$ cat src/verilog/stm_pkg.sv
package stm_pkg;

  // ************************************************************************
  // sizes
  // ************************************************************************

  localparam int NUM_SEGMENT = 2;
  localparam int NUM_TRANS = 16;
  localparam int TRANS_W = 4;
  localparam int IDX_W = 4;                 // up to 16 patterns per segment
  localparam logic [7:0] REP_INFINITE = 8'hff;

  localparam int RAM_ADDR_W = 1 + IDX_W + TRANS_W;  // {segment, idx, trans}
  localparam int RAM_DEPTH = NUM_SEGMENT * (2 ** IDX_W) * NUM_TRANS;
  localparam int FIFO_DEPTH = 4;

  // ************************************************************************
  // grouped signals
  // ************************************************************************

  typedef struct packed {
    logic [7:0] intensity;
    logic [7:0] phase;
    logic [TRANS_W-1:0] trans;
    logic segment;
  } drive_t;                                // 21 bits

  typedef struct packed {
    logic en;
    logic segment;
    logic [IDX_W-1:0] idx;
    logic [TRANS_W-1:0] trans;
    logic [7:0] intensity;
    logic [7:0] phase;
  } pattern_wr_t;

  typedef struct packed {
    logic en;
    logic segment;
    logic [TRANS_W-1:0] trans;
    logic keep;                             // 1 = transducer drives
  } mask_wr_t;

  typedef struct packed {
    logic [NUM_SEGMENT-1:0][IDX_W-1:0] cycle;  // pattern count with 0 for 16
    logic [NUM_SEGMENT-1:0][7:0] freq_div;     // clocks per pattern step
    logic req_segment;
    logic [7:0] rep;
  } stm_settings_t;

endpackage

$ cat src/verilog/stm_timer.sv
`timescale 1ns/10ps

module stm_timer
  import stm_pkg::*;
(
  input  logic CLK,
  input  logic arst_n,
  input  logic settings_update,
  input  logic [NUM_SEGMENT-1:0][IDX_W-1:0] cycle,
  input  logic [NUM_SEGMENT-1:0][7:0] freq_div,
  output logic [NUM_SEGMENT-1:0][IDX_W-1:0] idx,
  output logic [NUM_SEGMENT-1:0] wrap
);

  logic [NUM_SEGMENT-1:0][IDX_W-1:0] cycle_q;
  logic [NUM_SEGMENT-1:0][7:0] freq_div_q;
  logic [NUM_SEGMENT-1:0][7:0] div_cnt;
  logic [NUM_SEGMENT-1:0] step;

  always_comb begin
    for (int s = 0; s < NUM_SEGMENT; s++) begin
      step[s] = (div_cnt[s] == freq_div_q[s] - 8'd1);
      // 4-bit wrap compare lets cycle 0 run all 16 patterns
      wrap[s] = step[s] && (idx[s] == cycle_q[s] - 1'b1) && !settings_update;
    end
  end

  always_ff @(posedge CLK or negedge arst_n) begin
    if (!arst_n) begin
      cycle_q <= '0;
      freq_div_q <= {NUM_SEGMENT{8'd1}};
      div_cnt <= '0;
      idx <= '0;
    end else if (settings_update) begin
      cycle_q <= cycle;
      freq_div_q <= freq_div;
      div_cnt <= '0;                        // restart all segments together
      idx <= '0;
    end else begin
      for (int s = 0; s < NUM_SEGMENT; s++) begin
        if (step[s]) begin
          div_cnt[s] <= '0;
          if (wrap[s]) begin
            idx[s] <= '0;
          end else begin
            idx[s] <= idx[s] + 1'b1;
          end
        end else begin
          div_cnt[s] <= div_cnt[s] + 8'd1;
        end
      end
    end
  end

endmodule

$ cat config.mk
export PLATFORM = sky130hd
export DESIGN_NAME = stm_timer
export DESIGN_NICKNAME = d
export VERILOG_FILES = /design/src/verilog/stm_pkg.sv /design/src/verilog/stm_timer.sv
export SDC_FILE = /design/constraint.sdc
export NUM_CORES = 1
export LEC_CHECK = 0
export BUFFER_PORTS_ARGS = -buffer_cell sky130_fd_sc_hd__buf_2
export CAP_MARGIN = 20
export CORE_MARGIN = 2
export CORE_UTILIZATION = 55
export DETAILED_ROUTE_END_ITERATION = 12
export PLACE_DENSITY = 0.88
export SLEW_MARGIN = 20
export SYNTH_ARGS = -nofsm -noshare
export SYNTH_HDL_FRONTEND = slang
export SYNTH_SLANG_ARGS = --single-unit
$ cat constraint.sdc
create_clock -name CLK -period 5.1 [get_ports CLK]
set_input_delay 0 -clock CLK [delete_from_list [all_inputs] [get_ports CLK]]
set_output_delay 0 -clock CLK [all_outputs]
set_load 0.01 [all_outputs]
Word-level counts from Yosys, hierarchy flattened
Index checks and enable logic that the tools add are counted.

word-level totals
  register bits after elaboration = 48
  input bits = 27
  output and inout port bits = 10
  logic and storage cells = 35

cells by class
  $add $sub $neg = 8
  equal/unequal tests = 4
  muxes and demuxes = 8
  reduce and logical (&&, ||, !) cells = 7

operators by type and width
  kind                                              count
  two-way mux 8 bit                                 3
  adder 8 x 1 -> 8 bit, second input constant       2
  == test 8 bit                                     2
  two-way mux 16 bit                                1
  two-way mux 4 bit                                 4
  subtractor 8 x 1 -> 8 bit, second input constant  2
  adder 4 x 1 -> 4 bit, second input constant       2
  == test 4 bit                                     2
  subtractor 4 x 1 -> 4 bit, second input constant  2
  logical AND 1 bit                                 4
  nonzero test 2 bit                                2
  zero test 1 bit                                   1

Depth between registers and ports, before layout
Gate-level depths: netlist of run 1.

  word-level depth = 7
  depth in mapped cells = 9
  depth with buffers taken out = 8

Worst setup path after synthesis of run 1
No wires, ideal clock.

  path type = reg2reg
  from = register freq_div_q[8] (netlist name)
  to = register idx[7] (netlist name)
  setup time = 0.078 ns
  arrival time = 2.212 ns
  slack = 2.810 ns
  stages on the path, launching flop included = 10
  path buffers = 1
  cell sequence = dfstp_2 > inv_1 > ha_1 > o21bai_1 > a211oi_1 > o21bai_1 > nor2b_1 > buf_6 > or4_1 > a21oi_1

on the way
  cells in the longest elaborated chain, start to end = 7

ends and longest elaborated chain
  element                          line             source
  from (decl)                      stm_timer.sv:16  logic [NUM_SEGMENT-1:0][7:0] freq_div_q;
  from (signal assigned)           stm_timer.sv:31  freq_div_q <= {NUM_SEGMENT{8'd1}};
  from (signal assigned)           stm_timer.sv:36  freq_div_q <= freq_div;
  subtractor 8 x 1 -> 8 bit (*)    stm_timer.sv:22  step[s] = (div_cnt[s] == freq_div_q[s] - 8'd1);
  == test 8 bit (*)                stm_timer.sv:22
  logical AND 1 bit (2 in a row)   stm_timer.sv:24  wrap[s] = step[s] && (idx[s] == cycle_q[s] - 1'b1) && !settings_update;
  two-way mux 4 bit                stm_timer.sv:43  if (wrap[s]) begin
  two-way mux 4 bit                stm_timer.sv:41  if (step[s]) begin
  two-way mux 8 bit                stm_timer.sv:34  end else if (settings_update) begin
  to (signal, indexed assignment)  stm_timer.sv:46  idx[s] <= idx[s] + 1'b1;
  to (decl)                        stm_timer.sv:11  output logic [NUM_SEGMENT-1:0][IDX_W-1:0] idx,

Mark *: on every way between the ends. The rest lies on a longest branch, timed or not. The select of a mux whose other input is x is not followed.
A chain may end at the register's enable or synchronous reset.

Worst setup path after layout of run 1
  from = register freq_div_q[8] (netlist name)
  to = output port wrap[1]

on the way
  cells in the longest elaborated chain, start to end = 4

ends and longest elaborated chain
  element                         line             source
  subtractor 8 x 1 -> 8 bit       stm_timer.sv:22
  == test 8 bit                   stm_timer.sv:22
  logical AND 1 bit (2 in a row)  stm_timer.sv:24
  to (decl)                       stm_timer.sv:12  output logic [NUM_SEGMENT-1:0] wrap

Every way passes these cells.

==> flow_summary.html, run 1 <==
<table>
<tr><th>Metric</th><th>Value</th></tr>
<tr><th colspan="2">Run status</th></tr>
<tr><td>Outcome</td><td>finished, final reports clean</td></tr>
<tr><th colspan="2">Layout</th></tr>
<tr><td>Final cell count without fillers</td><td>~400</td></tr>
<tr><td>Share of layout cells above drive strength 1</td><td>~22%</td></tr>
<tr><td>Commonest non-fill, non-tap cell in the layout</td><td>sky130_fd_sc_hd__dfrtp_1</td></tr>
<tr><td>Layout overhead on the synthesized area</td><td>20.7%</td></tr>
<tr><td>Diodes inserted</td><td>0</td></tr>
<tr><td>Leading cell types in the layout, fill and taps excluded</td><td>46 x sky130_fd_sc_hd__dfrtp_1, 35 x sky130_fd_sc_hd__buf_2, 25 x sky130_fd_sc_hd__dlygate4sd3_1</td></tr>
<tr><td>Final design utilization</td><td>between 60 and 70%</td></tr>
<tr><td>Post-layout instance area</td><td>3370 um2</td></tr>
<tr><td>Number of nets at the end of the flow</td><td>369</td></tr>
<tr><th colspan="2">Critical path</th></tr>
<tr><td>Maximum single-stage delay on the critical path</td><td>~0.60 ns</td></tr>
<tr><td>CP arrival</td><td>roughly 2.8 ns</td></tr>
<tr><td>Classification of the worst setup path</td><td>register to output port</td></tr>
<tr><td>Depth of the most critical reg-to-reg path</td><td>8</td></tr>
<tr><td>Required time of the worst setup path</td><td>slightly above 5 ns</td></tr>
<tr><td>Register-to-register setup slack</td><td>2.62 ns</td></tr>
<tr><td>Endpoint of the lowest-slack register-to-register path</td><td>div_cnt[15]$_DFF_PN0_</td></tr>
<tr><td>Worst-path maximum fanout</td><td>9</td></tr>
<tr><td>Worst path slowest cell</td><td>sky130_fd_sc_hd__dfstp_2</td></tr>
<tr><td>Category of the worst setup path launch point</td><td>register</td></tr>
<tr><td>Worst R2R Start</td><td>freq_div_q[8]$_DFFE_PN1P_</td></tr>
<tr><td>Crit-path cells</td><td>inv_1 &gt; ha_1 &gt; o21bai_1 &gt; a211oi_1 &gt; o21bai_1 &gt; nor2b_1 &gt; nor2_1 &gt; and2_1 &gt; buf_2</td></tr>
<tr><td>Crit-path most repeated cell</td><td>sky130_fd_sc_hd__o21bai_1</td></tr>
<tr><td>Kind of end point of the critical path</td><td>output port</td></tr>
<tr><th colspan="2">Clock tree</th></tr>
<tr><td>Skew-Pair Late Insertion Delay</td><td>~0.30 ns</td></tr>
<tr><td>Maximum clock path buffer count</td><td>2</td></tr>
<tr><td>Setup bufs post-CTS</td><td>0</td></tr>
<tr><td>Number of hold buffers added after cts</td><td>25</td></tr>
<tr><td>Post-CTS sizing</td><td>0</td></tr>
<tr><td>Number of sinks handled by clock tree synthesis</td><td>48</td></tr>
<tr><td>Number of buffers created by CTS</td><td>5</td></tr>
<tr><td>CTS H-tree lvls</td><td>2</td></tr>
<tr><td>CTS tree</td><td>done</td></tr>
<tr><td>Clk root buf</td><td>sky130_fd_sc_hd__clkbuf_8</td></tr>
<tr><td>Post-CTS clock slew at the launch and capture registers of the worst setup and hold paths</td><td>~0.090 ns</td></tr>
<tr><th colspan="2">STA</th></tr>
<tr><td>Max_slew headroom</td><td>a little under three fifths</td></tr>
<tr><td>Setup_tns</td><td>0 ns</td></tr>
<tr><td>Number of hold violations in the final report</td><td>0</td></tr>
<tr><td>Slew at the pin closest to its max-slew limit</td><td>between 0.6 and 0.7 ns</td></tr>
<tr><td>Final worst clock skew</td><td>around 0.0063 ns</td></tr>
<tr><td>Setup Viol. Count Final</td><td>0</td></tr>
<tr><td>Share of the clock period used by the worst path after layout</td><td>between 50% and 60%</td></tr>
<tr><td>Achievable Freq</td><td>353 MHz</td></tr>
<tr><td>Shortest clock period the worst path allows after layout</td><td>between 2 and 3 ns</td></tr>
<tr><td>RSZ-0062 raised after global routing</td><td>false</td></tr>
<tr><td>Worst hold margin</td><td>roughly 0.25 ns</td></tr>
<tr><td>Max Transition Viols Final</td><td>0</td></tr>
<tr><th colspan="2">Synthesis</th></tr>
<tr><td>Sequential share of the synthesized area</td><td>43.1%</td></tr>
<tr><td>Fraction of synthesis flops using an asynchronous set or reset pin</td><td>100%</td></tr>
<tr><td>Total of flip-flops plus latches after synthesis</td><td>48</td></tr>
<tr><td>Gate count after technology mapping</td><td>~270</td></tr>
<tr><td>Area of the mapped netlist</td><td>2790 um2</td></tr>
<tr><td>Synthesized Nets</td><td>between 300 and 400</td></tr>
<tr><td>Predominant post-synthesis flop cell</td><td>sky130_fd_sc_hd__dfrtp_1</td></tr>
<tr><td>Synthesis Warnings</td><td>0</td></tr>
<tr><td>Mean instance size in the synthesized netlist</td><td>between 10 and 15 um2</td></tr>
<tr><td>Count of different cell masters after synthesis</td><td>between 50 and 60</td></tr>
<tr><td>Number of enable flip-flop cells after synthesis</td><td>0</td></tr>
<tr><th colspan="2">Detailed routing</th></tr>
<tr><td>Wire length per cell</td><td>14.2 um</td></tr>
<tr><td>Final routed DRC violation total</td><td>0</td></tr>
<tr><td>Vias post-DR</td><td>~2200</td></tr>
<tr><td>Number of antenna-violating nets in the routed design</td><td>0</td></tr>
<tr><td>Avg Vias per Cell</td><td>~5.4</td></tr>
<tr><td>Iter 0 DRT Violations</td><td>between 150 and 200</td></tr>
<tr><td>Number of detailed-routing iterations run before antenna repair</td><td>4</td></tr>
<tr><td>Sum of routed wire length over all layers</td><td>5.70 mm</td></tr>
<tr><th colspan="2">Die</th></tr>
<tr><td>IO Count</td><td>37</td></tr>
<tr><td>Core region area</td><td>4820 um2</td></tr>
<tr><td>DIE AREA</td><td>roughly 5700 um2</td></tr>
<tr><td>Die outline width</td><td>between 70 and 80 um</td></tr>
<tr><td>Row count</td><td>25</td></tr>
<tr><td>Initial cell density of the core</td><td>roughly 58%</td></tr>
<tr><td>Die Height</td><td>around 75 um</td></tr>
<tr><th colspan="2">Placed design</th></tr>
<tr><td>Port buffer count</td><td>36</td></tr>
<tr><td>Placed cell areas</td><td>between 3000 and 4000 um2</td></tr>
<tr><td>Dpl hpwl</td><td>~3.7 mm</td></tr>
<tr><td>Dpl cells</td><td>about 370</td></tr>
<tr><td>Final weighted congestion in routability-driven placement</td><td>roughly 0.84</td></tr>
<tr><th colspan="2">Global routing</th></tr>
<tr><td>Vias in the first global route</td><td>2181</td></tr>
<tr><td>Global-route wire length before repair</td><td>between 9 and 10 mm</td></tr>
<tr><td>Antenna violations before repair</td><td>0</td></tr>
<tr><td>GR met3 Demand/Resource</td><td>around 4.1%</td></tr>
<tr><td>GR Overflow Total</td><td>0</td></tr>
<tr><td>All-layer global routing usage</td><td>a little under a quarter</td></tr>
<tr><td>Met1 usage in global routing</td><td>around 29%</td></tr>
<tr><td>GRT met2 Usage</td><td>39.1%</td></tr>
<tr><td>Global route hottest layer</td><td>met2</td></tr>
<tr><td>Largest net degree at the start of global routing</td><td>55</td></tr>
<tr><th colspan="2">Hold path</th></tr>
<tr><td>Hold crit path type</td><td>input port to async pin</td></tr>
<tr><th colspan="2">Power</th></tr>
<tr><td>Power per cell area</td><td>~250 nW/um2</td></tr>
<tr><td>Maximum vdd ir drop</td><td>a little under 0.2 mV</td></tr>
<tr><td>Leakage</td><td>roughly 1.5 nW</td></tr>
<tr><th colspan="2">Job</th></tr>
<tr><td>Max-capacitance violation count</td><td>0</td></tr>
</table>
area by class of cell:
type	count	area [um2]
multi-input cells	200	1480
repair buffers	62	440
inverters	17	63.8
fillers	396	1450
flip-flops and latches	48	1200
clock buffers	6	82.6
clock inverters	2	13.8
well taps	67	83.8
worst max path at each step:
| stage | endpoint | depth (start not counted) | from |
|---|---|---|---|
| 2_1_floorplan | idx[7]$_DFFE_PN0P_ | 9 | freq_div_q[8]$_DFFE_PN1P_ |
| 3_3_place_gp | wrap[1] | 8 | freq_div_q[8]$_DFFE_PN1P_ |
| 3_5_place_dp | wrap[1] | 9 | freq_div_q[8]$_DFFE_PN1P_ |
| 4_1_cts | wrap[1] | 9 | freq_div_q[8]$_DFFE_PN1P_ |
| 5_1_grt | wrap[1] | 9 | freq_div_q[8]$_DFFE_PN1P_ |
| 6_report | wrap[1] | 9 | freq_div_q[8]$_DFFE_PN1P_ |
state kept, by name, summed over array words and instances (netlist names):
| signal | count |
|---|---|
| cycle_q | 8 |
| div_cnt | 16 |
| freq_div_q | 16 |
| idx | 8 |
per-layer routing:
layer,share of wire [%],up-vias
met3,3.6,4
met2,51,46
met1,44,1053
met4,0.54,0
met5,0,-
li1,-,1081
per-stage QoR:
step | setup slack [ns] | power, mW
floorplan | 2.81 | 0.539
global placement | 2.67 | 0.570
detailed placement | 2.64 | 0.577
finish | 2.27 | 0.831
CTS | 2.28 | 0.838
global route | 2.04 | 0.876
critical path: cells and delay by family (launching register included):
kind,cells,cell delay (ns)
buf+inv,2,0.19
simple gates,3,0.93
fa+ha+maj,1,0.29
flops,1,0.60
compound gates,3,0.52
kinds of logic after synthesis:
family,after synthesis,synth area share (%)
AOI/OAI and AO/OA,49,13.2
adders and majority gates,8,3.59
xor gates and xnor gates,38,11.9
and+or+nand+nor,91,18.6
muxes,14,5.65
buffers and inverters,26,3.86
DFF,48,43.1
cells in the mapped netlist, types with 2 or more instances:
cell                       number  share of area (%)
sky130_fd_sc_hd__nor3_1        14                2.5
sky130_fd_sc_hd__a21oi_1        9                1.6
sky130_fd_sc_hd__ha_1           8                3.6
sky130_fd_sc_hd__mux2_2        14                5.7
sky130_fd_sc_hd__a211o_1        3               0.94
sky130_fd_sc_hd__nor4_4         2                1.5
sky130_fd_sc_hd__nor4_1         2               0.45
sky130_fd_sc_hd__nand4_1        3               0.67
sky130_fd_sc_hd__clkbuf_1       6               0.81
sky130_fd_sc_hd__xor2_1        15                4.7
sky130_fd_sc_hd__nand2b_1       4               0.90
sky130_fd_sc_hd__or2_2          3               0.67
sky130_fd_sc_hd__o31ai_1        2               0.54
sky130_fd_sc_hd__nor2_1        15                2.0
sky130_fd_sc_hd__o21bai_1       2               0.54
sky130_fd_sc_hd__inv_1         17                2.3
sky130_fd_sc_hd__dfrtp_1       46                 41
sky130_fd_sc_hd__nand3_1        9                1.6
sky130_fd_sc_hd__o211ai_1       2               0.54
sky130_fd_sc_hd__dfstp_2        2                1.9
sky130_fd_sc_hd__nand2_1       17                2.3
sky130_fd_sc_hd__or4_1          2               0.54
sky130_fd_sc_hd__xnor2_1       23                7.2
sky130_fd_sc_hd__a31oi_1        2               0.45
sky130_fd_sc_hd__nor2b_1        5                1.1
sky130_fd_sc_hd__and3_1         3               0.67
sky130_fd_sc_hd__a21o_1         2               0.54
sky130_fd_sc_hd__buf_2          2               0.36
sky130_fd_sc_hd__o21ai_0       13                2.3
power breakdown:
part / internal [mW] / leakage (nW) / switching, mW / total (mW)
Clock: 0.111 / 0.0516 / 0.134 / 0.245
Combinational: 0.0769 / 0.806 / 0.0731 / 0.150
Sequential: 0.404 / 0.612 / 0.0318 / 0.436
Total: 0.592 / 1.47 / 0.239 / 0.831
Power figures use the tool's default switching activity.
==> run 2, diff against run 1 <==
ABC_AREA = 1   (was not set)
CORE_UTILIZATION = 53   (was 55)
clock period = 2.4 ns   (was 5.1 ns; I/O delays follow)
==> run 2 against run 1 <==
  * Clock skew fell by 0.0013 ns
  * Via count rose by 22%
  * Register-to-register slack got worse by 2.2 ns
==> flow_summary.html, run 2 <==
<table>
<tr><th>Metric</th><th>Value</th></tr>
<tr><th colspan="2">Placed design</th></tr>
<tr><td>DP Worst Slack</td><td>0.391 ns (was 2.64 ns)</td></tr>
<tr><td>Port buffer count</td><td>36 (unchanged)</td></tr>
<tr><td>Final weighted congestion in routability-driven placement</td><td>0.900 (was 0.843)</td></tr>
<tr><td>Placed cell areas</td><td>3250 um2 (was 3020 um2)</td></tr>
<tr><td>Dpl hpwl</td><td>4.79 mm (was 3.69 mm)</td></tr>
<tr><th colspan="2">Synthesis</th></tr>
<tr><td>Fraction of synthesis flops using an asynchronous set or reset pin</td><td>100% (unchanged)</td></tr>
<tr><td>Synth cell count leaders</td><td>120 x sky130_fd_sc_hd__nand2_1, 46 x sky130_fd_sc_hd__dfrtp_1, 45 x sky130_fd_sc_hd__inv_1 (was 46 x sky130_fd_sc_hd__dfrtp_1, 23 x sky130_fd_sc_hd__xnor2_1, 17 x sky130_fd_sc_hd__inv_1, 17 x sky130_fd_sc_hd__nand2_1)</td></tr>
<tr><td>Predominant post-synthesis flop cell</td><td>sky130_fd_sc_hd__dfrtp_1 (unchanged)</td></tr>
<tr><td>Count of different cell masters after synthesis</td><td>30 (was 56)</td></tr>
<tr><td>Sequential share of the synthesized area</td><td>40.3% (was 43.1%)</td></tr>
<tr><td>Leading area contributor after synthesis</td><td>sky130_fd_sc_hd__dfrtp_1 (unchanged)</td></tr>
<tr><td>Most frequent cell after synthesis</td><td>sky130_fd_sc_hd__nand2_1 (was sky130_fd_sc_hd__dfrtp_1)</td></tr>
<tr><td>Synthesis Warnings</td><td>0 (unchanged)</td></tr>
<tr><td>Area of the mapped netlist</td><td>2980 um2 (was 2790 um2)</td></tr>
<tr><td>Total of flip-flops plus latches after synthesis</td><td>48 (unchanged)</td></tr>
<tr><td>Biggest area contributors in the synthesized netlist</td><td>sky130_fd_sc_hd__dfrtp_1 39%, sky130_fd_sc_hd__nand2_1 15%, sky130_fd_sc_hd__nand3_1 5.9%, sky130_fd_sc_hd__inv_1 5.7%, sky130_fd_sc_hd__xor2_1 5.6% (was sky130_fd_sc_hd__dfrtp_1 41%, sky130_fd_sc_hd__xnor2_1 7.2%, sky130_fd_sc_hd__mux2_2 5.7%, sky130_fd_sc_hd__xor2_1 4.7%, sky130_fd_sc_hd__ha_1 3.6%)</td></tr>
<tr><td>Yosys top cell area share</td><td>38.6% (was 41.3%)</td></tr>
<tr><td>Number of enable flip-flop cells after synthesis</td><td>0 (unchanged)</td></tr>
<tr><td>Synthesized Nets</td><td>434 (was 309)</td></tr>
<tr><td>Mean instance size in the synthesized netlist</td><td>7.48 um2 (was 10.2 um2)</td></tr>
<tr><td>Gate count after technology mapping</td><td>399 (was 274)</td></tr>
<tr><th colspan="2">STA</th></tr>
<tr><td>Number of hold violations in the final report</td><td>0 (unchanged)</td></tr>
<tr><td>Slew at the pin closest to its max-slew limit</td><td>0.524 ns (was 0.671 ns)</td></tr>
<tr><td>Setup_tns</td><td>0 ns (unchanged)</td></tr>
<tr><td>Max Transition Viols Final</td><td>0 (unchanged)</td></tr>
<tr><td>Max_slew headroom</td><td>65.1% (was 55.2%)</td></tr>
<tr><td>RSZ-0062 raised after global routing</td><td>false (unchanged)</td></tr>
<tr><td>Achievable Freq</td><td>between 400 and 500 MHz</td></tr>
<tr><td>Share of the clock period used by the worst path after layout</td><td>91.7%</td></tr>
<tr><td>Final worst clock skew</td><td>0.00494 ns (was 0.00626 ns)</td></tr>
<tr><td>Setup Viol. Count Final</td><td>0 (unchanged)</td></tr>
<tr><td>Shortest clock period the worst path allows after layout</td><td>2.20 ns</td></tr>
<tr><td>Fin worst setup slack</td><td>0.198 ns (was 2.27 ns)</td></tr>
<tr><td>Worst hold margin</td><td>0.124 ns (was 0.245 ns)</td></tr>
<tr><th colspan="2">Critical path</th></tr>
<tr><td>Kind of end point of the critical path</td><td>output port (unchanged)</td></tr>
<tr><td>Worst-path maximum fanout</td><td>7 (was 9)</td></tr>
<tr><td>Classification of the worst setup path</td><td>register to output port (unchanged)</td></tr>
<tr><td>Category of the worst setup path launch point</td><td>register (unchanged)</td></tr>
<tr><td>Register-to-register setup slack</td><td>0.38 ns (was 2.62 ns)</td></tr>
<tr><td>CP arrival</td><td>2.20 ns (was 2.83 ns)</td></tr>
<tr><td>Required time of the worst setup path</td><td>2.40 ns (was 5.10 ns)</td></tr>
<tr><th colspan="2">Global routing</th></tr>
<tr><td>Vias in the first global route</td><td>2620 (was 2181)</td></tr>
<tr><td>Antenna violations before repair</td><td>0 (unchanged)</td></tr>
<tr><td>Largest net degree at the start of global routing</td><td>27 (was 55)</td></tr>
<tr><td>GR Overflow Total</td><td>0 (unchanged)</td></tr>
<tr><td>All-layer global routing usage</td><td>22.7% (was 22.5%)</td></tr>
<tr><td>Global-route wire length before repair</td><td>11.2 mm (was 9.71 mm)</td></tr>
<tr><th colspan="2">Detailed routing</th></tr>
<tr><td>Number of antenna-violating nets in the routed design</td><td>0 (unchanged)</td></tr>
<tr><td>Final routed DRC violation total</td><td>0 (unchanged)</td></tr>
<tr><td>Wire length per cell</td><td>12.1 um (was 14.2 um)</td></tr>
<tr><td>Number of detailed-routing iterations run before antenna repair</td><td>4 (unchanged)</td></tr>
<tr><td>Vias post-DR</td><td>2666 (was 2184)</td></tr>
<tr><td>Sum of routed wire length over all layers</td><td>6.51 mm (was 5.70 mm)</td></tr>
<tr><td>Avg Vias per Cell</td><td>4.97 (was 5.43)</td></tr>
<tr><td>Iter 0 DRT Violations</td><td>120 (was 180)</td></tr>
<tr><th colspan="2">Die</th></tr>
<tr><td>Die outline width</td><td>79.0 um (was 75.2 um)</td></tr>
<tr><td>Core region area</td><td>5470 um2 (was 4820 um2)</td></tr>
<tr><td>IO Count</td><td>37 (unchanged)</td></tr>
<tr><td>Row count</td><td>27 (was 25)</td></tr>
<tr><td>Die Height</td><td>79.0 um (was 75.2 um)</td></tr>
<tr><td>DIE AREA</td><td>6250 um2 (was 5660 um2)</td></tr>
<tr><td>Initial cell density of the core</td><td>54.5% (was 57.9%)</td></tr>
<tr><th colspan="2">Clock tree</th></tr>
<tr><td>Post-CTS sizing</td><td>0 (unchanged)</td></tr>
<tr><td>CTS H-tree lvls</td><td>2 (unchanged)</td></tr>
<tr><td>Post-CTS clock slew at the launch and capture registers of the worst setup and hold paths</td><td>0.09 ns (about the same)</td></tr>
<tr><td>Number of sinks handled by clock tree synthesis</td><td>48 (unchanged)</td></tr>
<tr><td>Maximum clock path buffer count</td><td>2 (unchanged)</td></tr>
<tr><td>Clk root buf</td><td>sky130_fd_sc_hd__clkbuf_8 (unchanged)</td></tr>
<tr><td>CTS tree</td><td>done (unchanged)</td></tr>
<tr><td>Number of buffers created by CTS</td><td>5 (unchanged)</td></tr>
<tr><td>Skew-Pair Late Insertion Delay</td><td>0.31 ns (was 0.30 ns)</td></tr>
<tr><th colspan="2">Layout</th></tr>
<tr><td>Total of fill cells in the finished design</td><td>474 (was 396)</td></tr>
<tr><td>Diodes inserted</td><td>0 (unchanged)</td></tr>
<tr><td>Post-layout instance area</td><td>3590 um2 (was 3370 um2)</td></tr>
<tr><td>Share of layout cells above drive strength 1</td><td>17.7% (was 22.4%)</td></tr>
<tr><td>Largest registers in the final layout</td><td>div_cnt (16), freq_div_q (16) (unchanged)</td></tr>
<tr><td>Layout overhead on the synthesized area</td><td>20.3% (was 20.7%)</td></tr>
<tr><td>Number of nets at the end of the flow</td><td>498 (was 369)</td></tr>
<tr><td>Leading cell types in the layout, fill and taps excluded</td><td>120 x sky130_fd_sc_hd__nand2_1, 46 x sky130_fd_sc_hd__dfrtp_1, 45 x sky130_fd_sc_hd__inv_1 (was 46 x sky130_fd_sc_hd__dfrtp_1, 35 x sky130_fd_sc_hd__buf_2, 25 x sky130_fd_sc_hd__dlygate4sd3_1)</td></tr>
<tr><td>Commonest non-fill, non-tap cell in the layout</td><td>sky130_fd_sc_hd__nand2_1 (was sky130_fd_sc_hd__dfrtp_1)</td></tr>
<tr><th colspan="2">Power</th></tr>
<tr><td>Final total power</td><td>1.89 mW (was 0.831 mW)</td></tr>
<tr><td>Maximum vdd ir drop</td><td>0.443 mV (was 0.196 mV)</td></tr>
<tr><td>Leakage</td><td>1.86 nW (was 1.47 nW)</td></tr>
<tr><td>Power per cell area</td><td>527 nW/um2 (was 247 nW/um2)</td></tr>
<tr><th colspan="2">Run status</th></tr>
<tr><td>Outcome</td><td>finished, final reports clean (unchanged)</td></tr>
<tr><th colspan="2">Hold path</th></tr>
<tr><td>Hold crit path type</td><td>input port to register (was input port to async pin)</td></tr>
<tr><th colspan="2">Job</th></tr>
<tr><td>Max-capacitance violation count</td><td>0 (unchanged)</td></tr>
</table>
[run 2: kinds of logic (layout without fill, tap and decap cells)]
family	Yosys count	count (layout)	synth area share, %
buffers and inverters	58	123	7.38
flip-flops	48	48	40.3
adder cells (fa/ha/maj)	8	8	3.35
AO/OA/AOI/OAI	27	27	4.57
XOR/XNOR	28	28	8.22
AND/OR/NAND/NOR	230	230	36.1
[run 2: cell type report]
| cell class | instances | area, um2 | area share [%] |
|---|---|---|---|
| Timing Repair Buffer | 63 | 445 | 12.4 |
| Inverter | 52 | 198 | 5.51 |
| Clock inverter | 1 | 7.51 | 0.209 |
| Multi-Input combinational cell | 293 | 1560 | 43.4 |
| Tap cell | 72 | 90.1 | 2.51 |
| Clock buffer | 7 | 86.3 | 2.40 |
| Sequential cell | 48 | 1200 | 33.5 |
[run 2: routing by layer]
| layer | GRT usage, % | up-vias | routed length, um |
|---|---|---|---|
| met1 | 27.7 | 1235 | 2900 |
| met4 | 8.79 | 0 | 106 |
| met3 | 4.09 | 10 | 189 |
| li1 | - | 1366 | - |
| met2 | 39.7 | 55 | 3310 |
| met5 | 0 | - | 0 |
[run 2: path summary, 6_finish.rpt]
kind / startpoint / cells past startpoint / endpoint
worst max-delay path: freq_div_q[8]$_DFFE_PN1P_ / 12 / wrap[1]
worst min-delay path: settings_update / 3 / cycle_q[3]$_DFFE_PN0P_
worst max register to register: freq_div_q[8]$_DFFE_PN1P_ / 14 / idx[7]$_DFFE_PN0P_
worst min register to register: cycle_q[3]$_DFFE_PN0P_ / 2 / cycle_q[3]$_DFFE_PN0P_
max in group asynchronous: arst_n / 3 / freq_div_q[0]$_DFFE_PN1P_
min in group asynchronous: arst_n / 2 / cycle_q[0]$_DFFE_PN0P_
[run 2: through the flow]
stage,util (%),instances
6_report,65.6,536
2_1_floorplan,-,399
4_1_cts,65.6,536
3_5_place_dp,59.3,503
5_1_grt,65.6,536
3_3_place_gp,59.3,503
[run 2: power breakdown]
part           switching [mW]  internal [mW]
logic                   0.248          0.181
clock network           0.290          0.235
registers              0.0713          0.866
total                   0.610           1.28
[run 2: worst max-delay path, cell delays in order, from the launching register on]
cell and delay [ns]:
sky130_fd_sc_hd__dfstp_2 0.55, sky130_fd_sc_hd__inv_2 0.08, sky130_fd_sc_hd__ha_1 0.31, sky130_fd_sc_hd__nand2_1 0.07, sky130_fd_sc_hd__inv_1 0.03, sky130_fd_sc_hd__nor2_1 0.12, sky130_fd_sc_hd__nand2_1 0.07, sky130_fd_sc_hd__nor2_1 0.12
sky130_fd_sc_hd__nand3_2 0.10, sky130_fd_sc_hd__nor2_4 0.13, sky130_fd_sc_hd__nand3_1 0.12, sky130_fd_sc_hd__inv_1 0.08, sky130_fd_sc_hd__buf_2 0.12
[run 2: timing repair]
item | 4_1_cts | 5_1_grt
endpoints found under the hold margin | 46 | 0
setup buffers | 0 | 0
hold buffers | 25 | 0
==> run 3, diff against run 2 <==
PLACE_DENSITY = not set   (was 0.88)
PLACE_DENSITY_LB_ADDON = 0.2   (was not set)
==> run 3 against run 2 <==
  * Sequential cell count unchanged
  * Count of clock-buffer cells in the layout unchanged
  * First-iteration DRC count decreased by 29%
  * Largest cell class unchanged
  * Critical path depth unchanged
  * Sequential share of layout area decreased by 0.12 points
==> flow_summary.html, run 3 (synthesized netlist as in run 2, its figures left out) <==
<table>
<tr><th>Metric</th><th>Value</th></tr>
<tr><th colspan="2">Run status</th></tr>
<tr><td>Outcome</td><td>finished, final reports clean (unchanged)</td></tr>
<tr><th colspan="2">Layout</th></tr>
<tr><td>Diodes inserted</td><td>0 (unchanged)</td></tr>
<tr><td>Number of nets at the end of the flow</td><td>498 (unchanged)</td></tr>
<tr><td>Commonest non-fill, non-tap cell in the layout</td><td>sky130_fd_sc_hd__nand2_1 (unchanged)</td></tr>
<tr><td>Largest registers in the final layout</td><td>div_cnt (16), freq_div_q (16) (unchanged)</td></tr>
<tr><td>Leading cell types in the layout, fill and taps excluded</td><td>120 x sky130_fd_sc_hd__nand2_1, 46 x sky130_fd_sc_hd__dfrtp_1, 45 x sky130_fd_sc_hd__inv_1 (unchanged)</td></tr>
<tr><td>Share of layout cells above drive strength 1</td><td>17.5% (was 17.7%)</td></tr>
<tr><td>Layout overhead on the synthesized area</td><td>20.8% (was 20.3%)</td></tr>
<tr><td>Final cell count without fillers</td><td>536 (unchanged)</td></tr>
<tr><th colspan="2">STA</th></tr>
<tr><td>Setup_tns</td><td>0 ns (unchanged)</td></tr>
<tr><td>Shortest clock period the worst path allows after layout</td><td>2.14 ns (was 2.20 ns)</td></tr>
<tr><td>Worst hold margin</td><td>0.184 ns (was 0.124 ns)</td></tr>
<tr><td>Slew at the pin closest to its max-slew limit</td><td>0.610 ns (was 0.524 ns)</td></tr>
<tr><td>RSZ-0062 raised after global routing</td><td>false (unchanged)</td></tr>
<tr><td>Achievable Freq</td><td>467 MHz (was 454 MHz)</td></tr>
<tr><td>Final worst clock skew</td><td>0.00746 ns (was 0.00494 ns)</td></tr>
<tr><td>Setup Viol. Count Final</td><td>0 (unchanged)</td></tr>
<tr><td>Max Transition Viols Final</td><td>0 (unchanged)</td></tr>
<tr><td>Max_slew headroom</td><td>59.3% (was 65.1%)</td></tr>
<tr><td>Number of hold violations in the final report</td><td>0 (unchanged)</td></tr>
<tr><td>Share of the clock period used by the worst path after layout</td><td>89.3% (was 91.7%)</td></tr>
<tr><th colspan="2">Detailed routing</th></tr>
<tr><td>Number of antenna-violating nets in the routed design</td><td>0 (unchanged)</td></tr>
<tr><td>Wire length per cell</td><td>11.5 um (was 12.1 um)</td></tr>
<tr><td>Avg Vias per Cell</td><td>4.85 (was 4.97)</td></tr>
<tr><td>Number of detailed-routing iterations run before antenna repair</td><td>4 (unchanged)</td></tr>
<tr><td>Sum of routed wire length over all layers</td><td>6.19 mm (was 6.51 mm)</td></tr>
<tr><td>Vias post-DR</td><td>2601 (was 2666)</td></tr>
<tr><td>Iter 0 DRT Violations</td><td>85 (was 120)</td></tr>
<tr><td>Final routed DRC violation total</td><td>0 (unchanged)</td></tr>
<tr><th colspan="2">Clock tree</th></tr>
<tr><td>CTS tree</td><td>done (unchanged)</td></tr>
<tr><td>Skew-Pair Late Insertion Delay</td><td>0.30 ns (was 0.31 ns)</td></tr>
<tr><td>Post-CTS sizing</td><td>0 (unchanged)</td></tr>
<tr><td>Clk root buf</td><td>sky130_fd_sc_hd__clkbuf_8 (unchanged)</td></tr>
<tr><td>Setup bufs post-CTS</td><td>0 (unchanged)</td></tr>
<tr><td>Number of buffers created by CTS</td><td>5 (unchanged)</td></tr>
<tr><td>Maximum clock path buffer count</td><td>2 (unchanged)</td></tr>
<tr><td>Post-CTS clock slew at the launch and capture registers of the worst setup and hold paths</td><td>0.09 ns (about the same)</td></tr>
<tr><td>CTS H-tree lvls</td><td>2 (unchanged)</td></tr>
<tr><td>Number of hold buffers added after cts</td><td>25 (unchanged)</td></tr>
<tr><td>Number of sinks handled by clock tree synthesis</td><td>48 (unchanged)</td></tr>
<tr><th colspan="2">Placed design</th></tr>
<tr><td>Dpl cells</td><td>503 (unchanged)</td></tr>
<tr><td>Dpl hpwl</td><td>4.42 mm (was 4.79 mm)</td></tr>
<tr><td>Port buffer count</td><td>36 (unchanged)</td></tr>
<tr><td>Final weighted congestion in routability-driven placement</td><td>0.900 (about the same)</td></tr>
<tr><th colspan="2">Critical path</th></tr>
<tr><td>Endpoint of the lowest-slack register-to-register path</td><td>idx[6]$_DFFE_PN0P_ (was idx[7]$_DFFE_PN0P_)</td></tr>
<tr><td>Register-to-register setup slack</td><td>0.42 ns (was 0.38 ns)</td></tr>
<tr><td>Required time of the worst setup path</td><td>2.40 ns (about the same)</td></tr>
<tr><td>Category of the worst setup path launch point</td><td>register (unchanged)</td></tr>
<tr><td>Kind of end point of the critical path</td><td>output port (unchanged)</td></tr>
<tr><td>CP arrival</td><td>2.14 ns (was 2.20 ns)</td></tr>
<tr><td>Worst-path maximum fanout</td><td>7 (unchanged)</td></tr>
<tr><td>Classification of the worst setup path</td><td>register to output port (unchanged)</td></tr>
<tr><td>Worst R2R Start</td><td>freq_div_q[8]$_DFFE_PN1P_ (unchanged)</td></tr>
<tr><td>Depth of the most critical reg-to-reg path</td><td>14 (unchanged)</td></tr>
<tr><th colspan="2">Job</th></tr>
<tr><td>Max-capacitance violation count</td><td>0 (unchanged)</td></tr>
<tr><th colspan="2">Die</th></tr>
<tr><td>Initial cell density of the core</td><td>54.5% (unchanged)</td></tr>
<tr><td>Row count</td><td>27 (unchanged)</td></tr>
<tr><td>Die outline width</td><td>79.0 um (unchanged)</td></tr>
<tr><td>Die Height</td><td>79.0 um (unchanged)</td></tr>
<tr><td>Core region area</td><td>5470 um2 (unchanged)</td></tr>
<tr><td>DIE AREA</td><td>6250 um2 (unchanged)</td></tr>
<tr><td>IO Count</td><td>37 (unchanged)</td></tr>
<tr><th colspan="2">Global routing</th></tr>
<tr><td>Antenna violations before repair</td><td>0 (unchanged)</td></tr>
<tr><td>All-layer global routing usage</td><td>21.5% (was 22.7%)</td></tr>
<tr><td>Global-route wire length before repair</td><td>10.6 mm (was 11.2 mm)</td></tr>
<tr><td>Vias in the first global route</td><td>2449 (was 2620)</td></tr>
<tr><td>GR Overflow Total</td><td>0 (unchanged)</td></tr>
<tr><td>Largest net degree at the start of global routing</td><td>49 (was 27)</td></tr>
<tr><th colspan="2">Hold path</th></tr>
<tr><td>Hold crit path type</td><td>input port to register (unchanged)</td></tr>
<tr><td>Source of the worst hold timing path</td><td>settings_update (unchanged)</td></tr>
<tr><td>Hold depth</td><td>3 (unchanged)</td></tr>
<tr><td>End point of the most critical hold path</td><td>freq_div_q[5]$_DFFE_PN0P_ (was cycle_q[3]$_DFFE_PN0P_)</td></tr>
<tr><th colspan="2">Power</th></tr>
<tr><td>Power per cell area</td><td>541 nW/um2 (was 527 nW/um2)</td></tr>
<tr><td>Leakage</td><td>1.87 nW (was 1.86 nW)</td></tr>
<tr><td>Maximum vdd ir drop</td><td>0.426 mV (was 0.443 mV)</td></tr>
</table>
-- run 3: layer usage --
| metal | wire length [um] | GRT usage, % | part of all wire [%] |
|---|---|---|---|
| met5 | 0 | 0 | 0 |
| met4 | 116 | 7.41 | 1.9 |
| met3 | 179 | 3.86 | 2.9 |
| met2 | 2950 | 37.8 | 48 |
| met1 | 2950 | 26.7 | 48 |
-- run 3: power breakdown --
| group | leakage [nW] | switching (mW) | total, mW | internal, mW |
|---|---|---|---|---|
| clock | 0.0524 | 0.279 | 0.591 | 0.312 |
| combinational | 1.20 | 0.240 | 0.421 | 0.181 |
| sequential | 0.616 | 0.0716 | 0.937 | 0.865 |
| total | 1.87 | 0.590 | 1.95 | 1.36 |
-- run 3: how the worst max path moves through the flow --
stage	startpoint	endpoint	slack, ns	cells past startpoint
finish	freq_div_q[8]$_DFFE_PN1P_	wrap[1]	0.26	12
global placement	freq_div_q[8]$_DFFE_PN1P_	idx[6]$_DFFE_PN0P_	0.48	14
floorplan	freq_div_q[8]$_DFFE_PN1P_	idx[6]$_DFFE_PN0P_	0.54	14
global route	freq_div_q[8]$_DFFE_PN1P_	wrap[1]	0.07	12
detailed placement	freq_div_q[8]$_DFFE_PN1P_	idx[6]$_DFFE_PN0P_	0.43	14
CTS	freq_div_q[8]$_DFFE_PN1P_	wrap[1]	0.24	12
-- run 3: layout make-up --
class	instances	area (um2)
Fill cell	492	1870
Tap cell	72	90.1
Multi-Input combinational cell	293	1560
Timing Repair Buffer	63	445
Inverter	52	198
Clock buffer	7	76.3
Clock inverter	1	30.0
Sequential cell	48	1200
-- run 3: critical path, stage by stage (launching register included) --
cell                      delay [ns]
sky130_fd_sc_hd__dfstp_2        0.54
sky130_fd_sc_hd__inv_2          0.07
sky130_fd_sc_hd__ha_1           0.31
sky130_fd_sc_hd__nand2_1        0.07
sky130_fd_sc_hd__inv_1          0.03
sky130_fd_sc_hd__nor2_1         0.11
sky130_fd_sc_hd__nand2_1        0.07
sky130_fd_sc_hd__nor2_1         0.13
sky130_fd_sc_hd__nand3_2        0.10
sky130_fd_sc_hd__nor2_4         0.12
sky130_fd_sc_hd__nand3_1        0.11
sky130_fd_sc_hd__inv_1          0.07
sky130_fd_sc_hd__buf_2          0.12
-- run 3: per-stage QoR --
stage	setup slack [ns]	util, %	total power [mW]	instance area (um2)
detailed placement	0.428	59.3	1.34	3250
global placement	0.477	59.3	1.33	3250
floorplan	0.545	-	1.23	2980
global route	0.0703	65.8	2.07	3600
finish	0.258	65.8	1.95	3600
CTS	0.240	65.8	1.97	3600
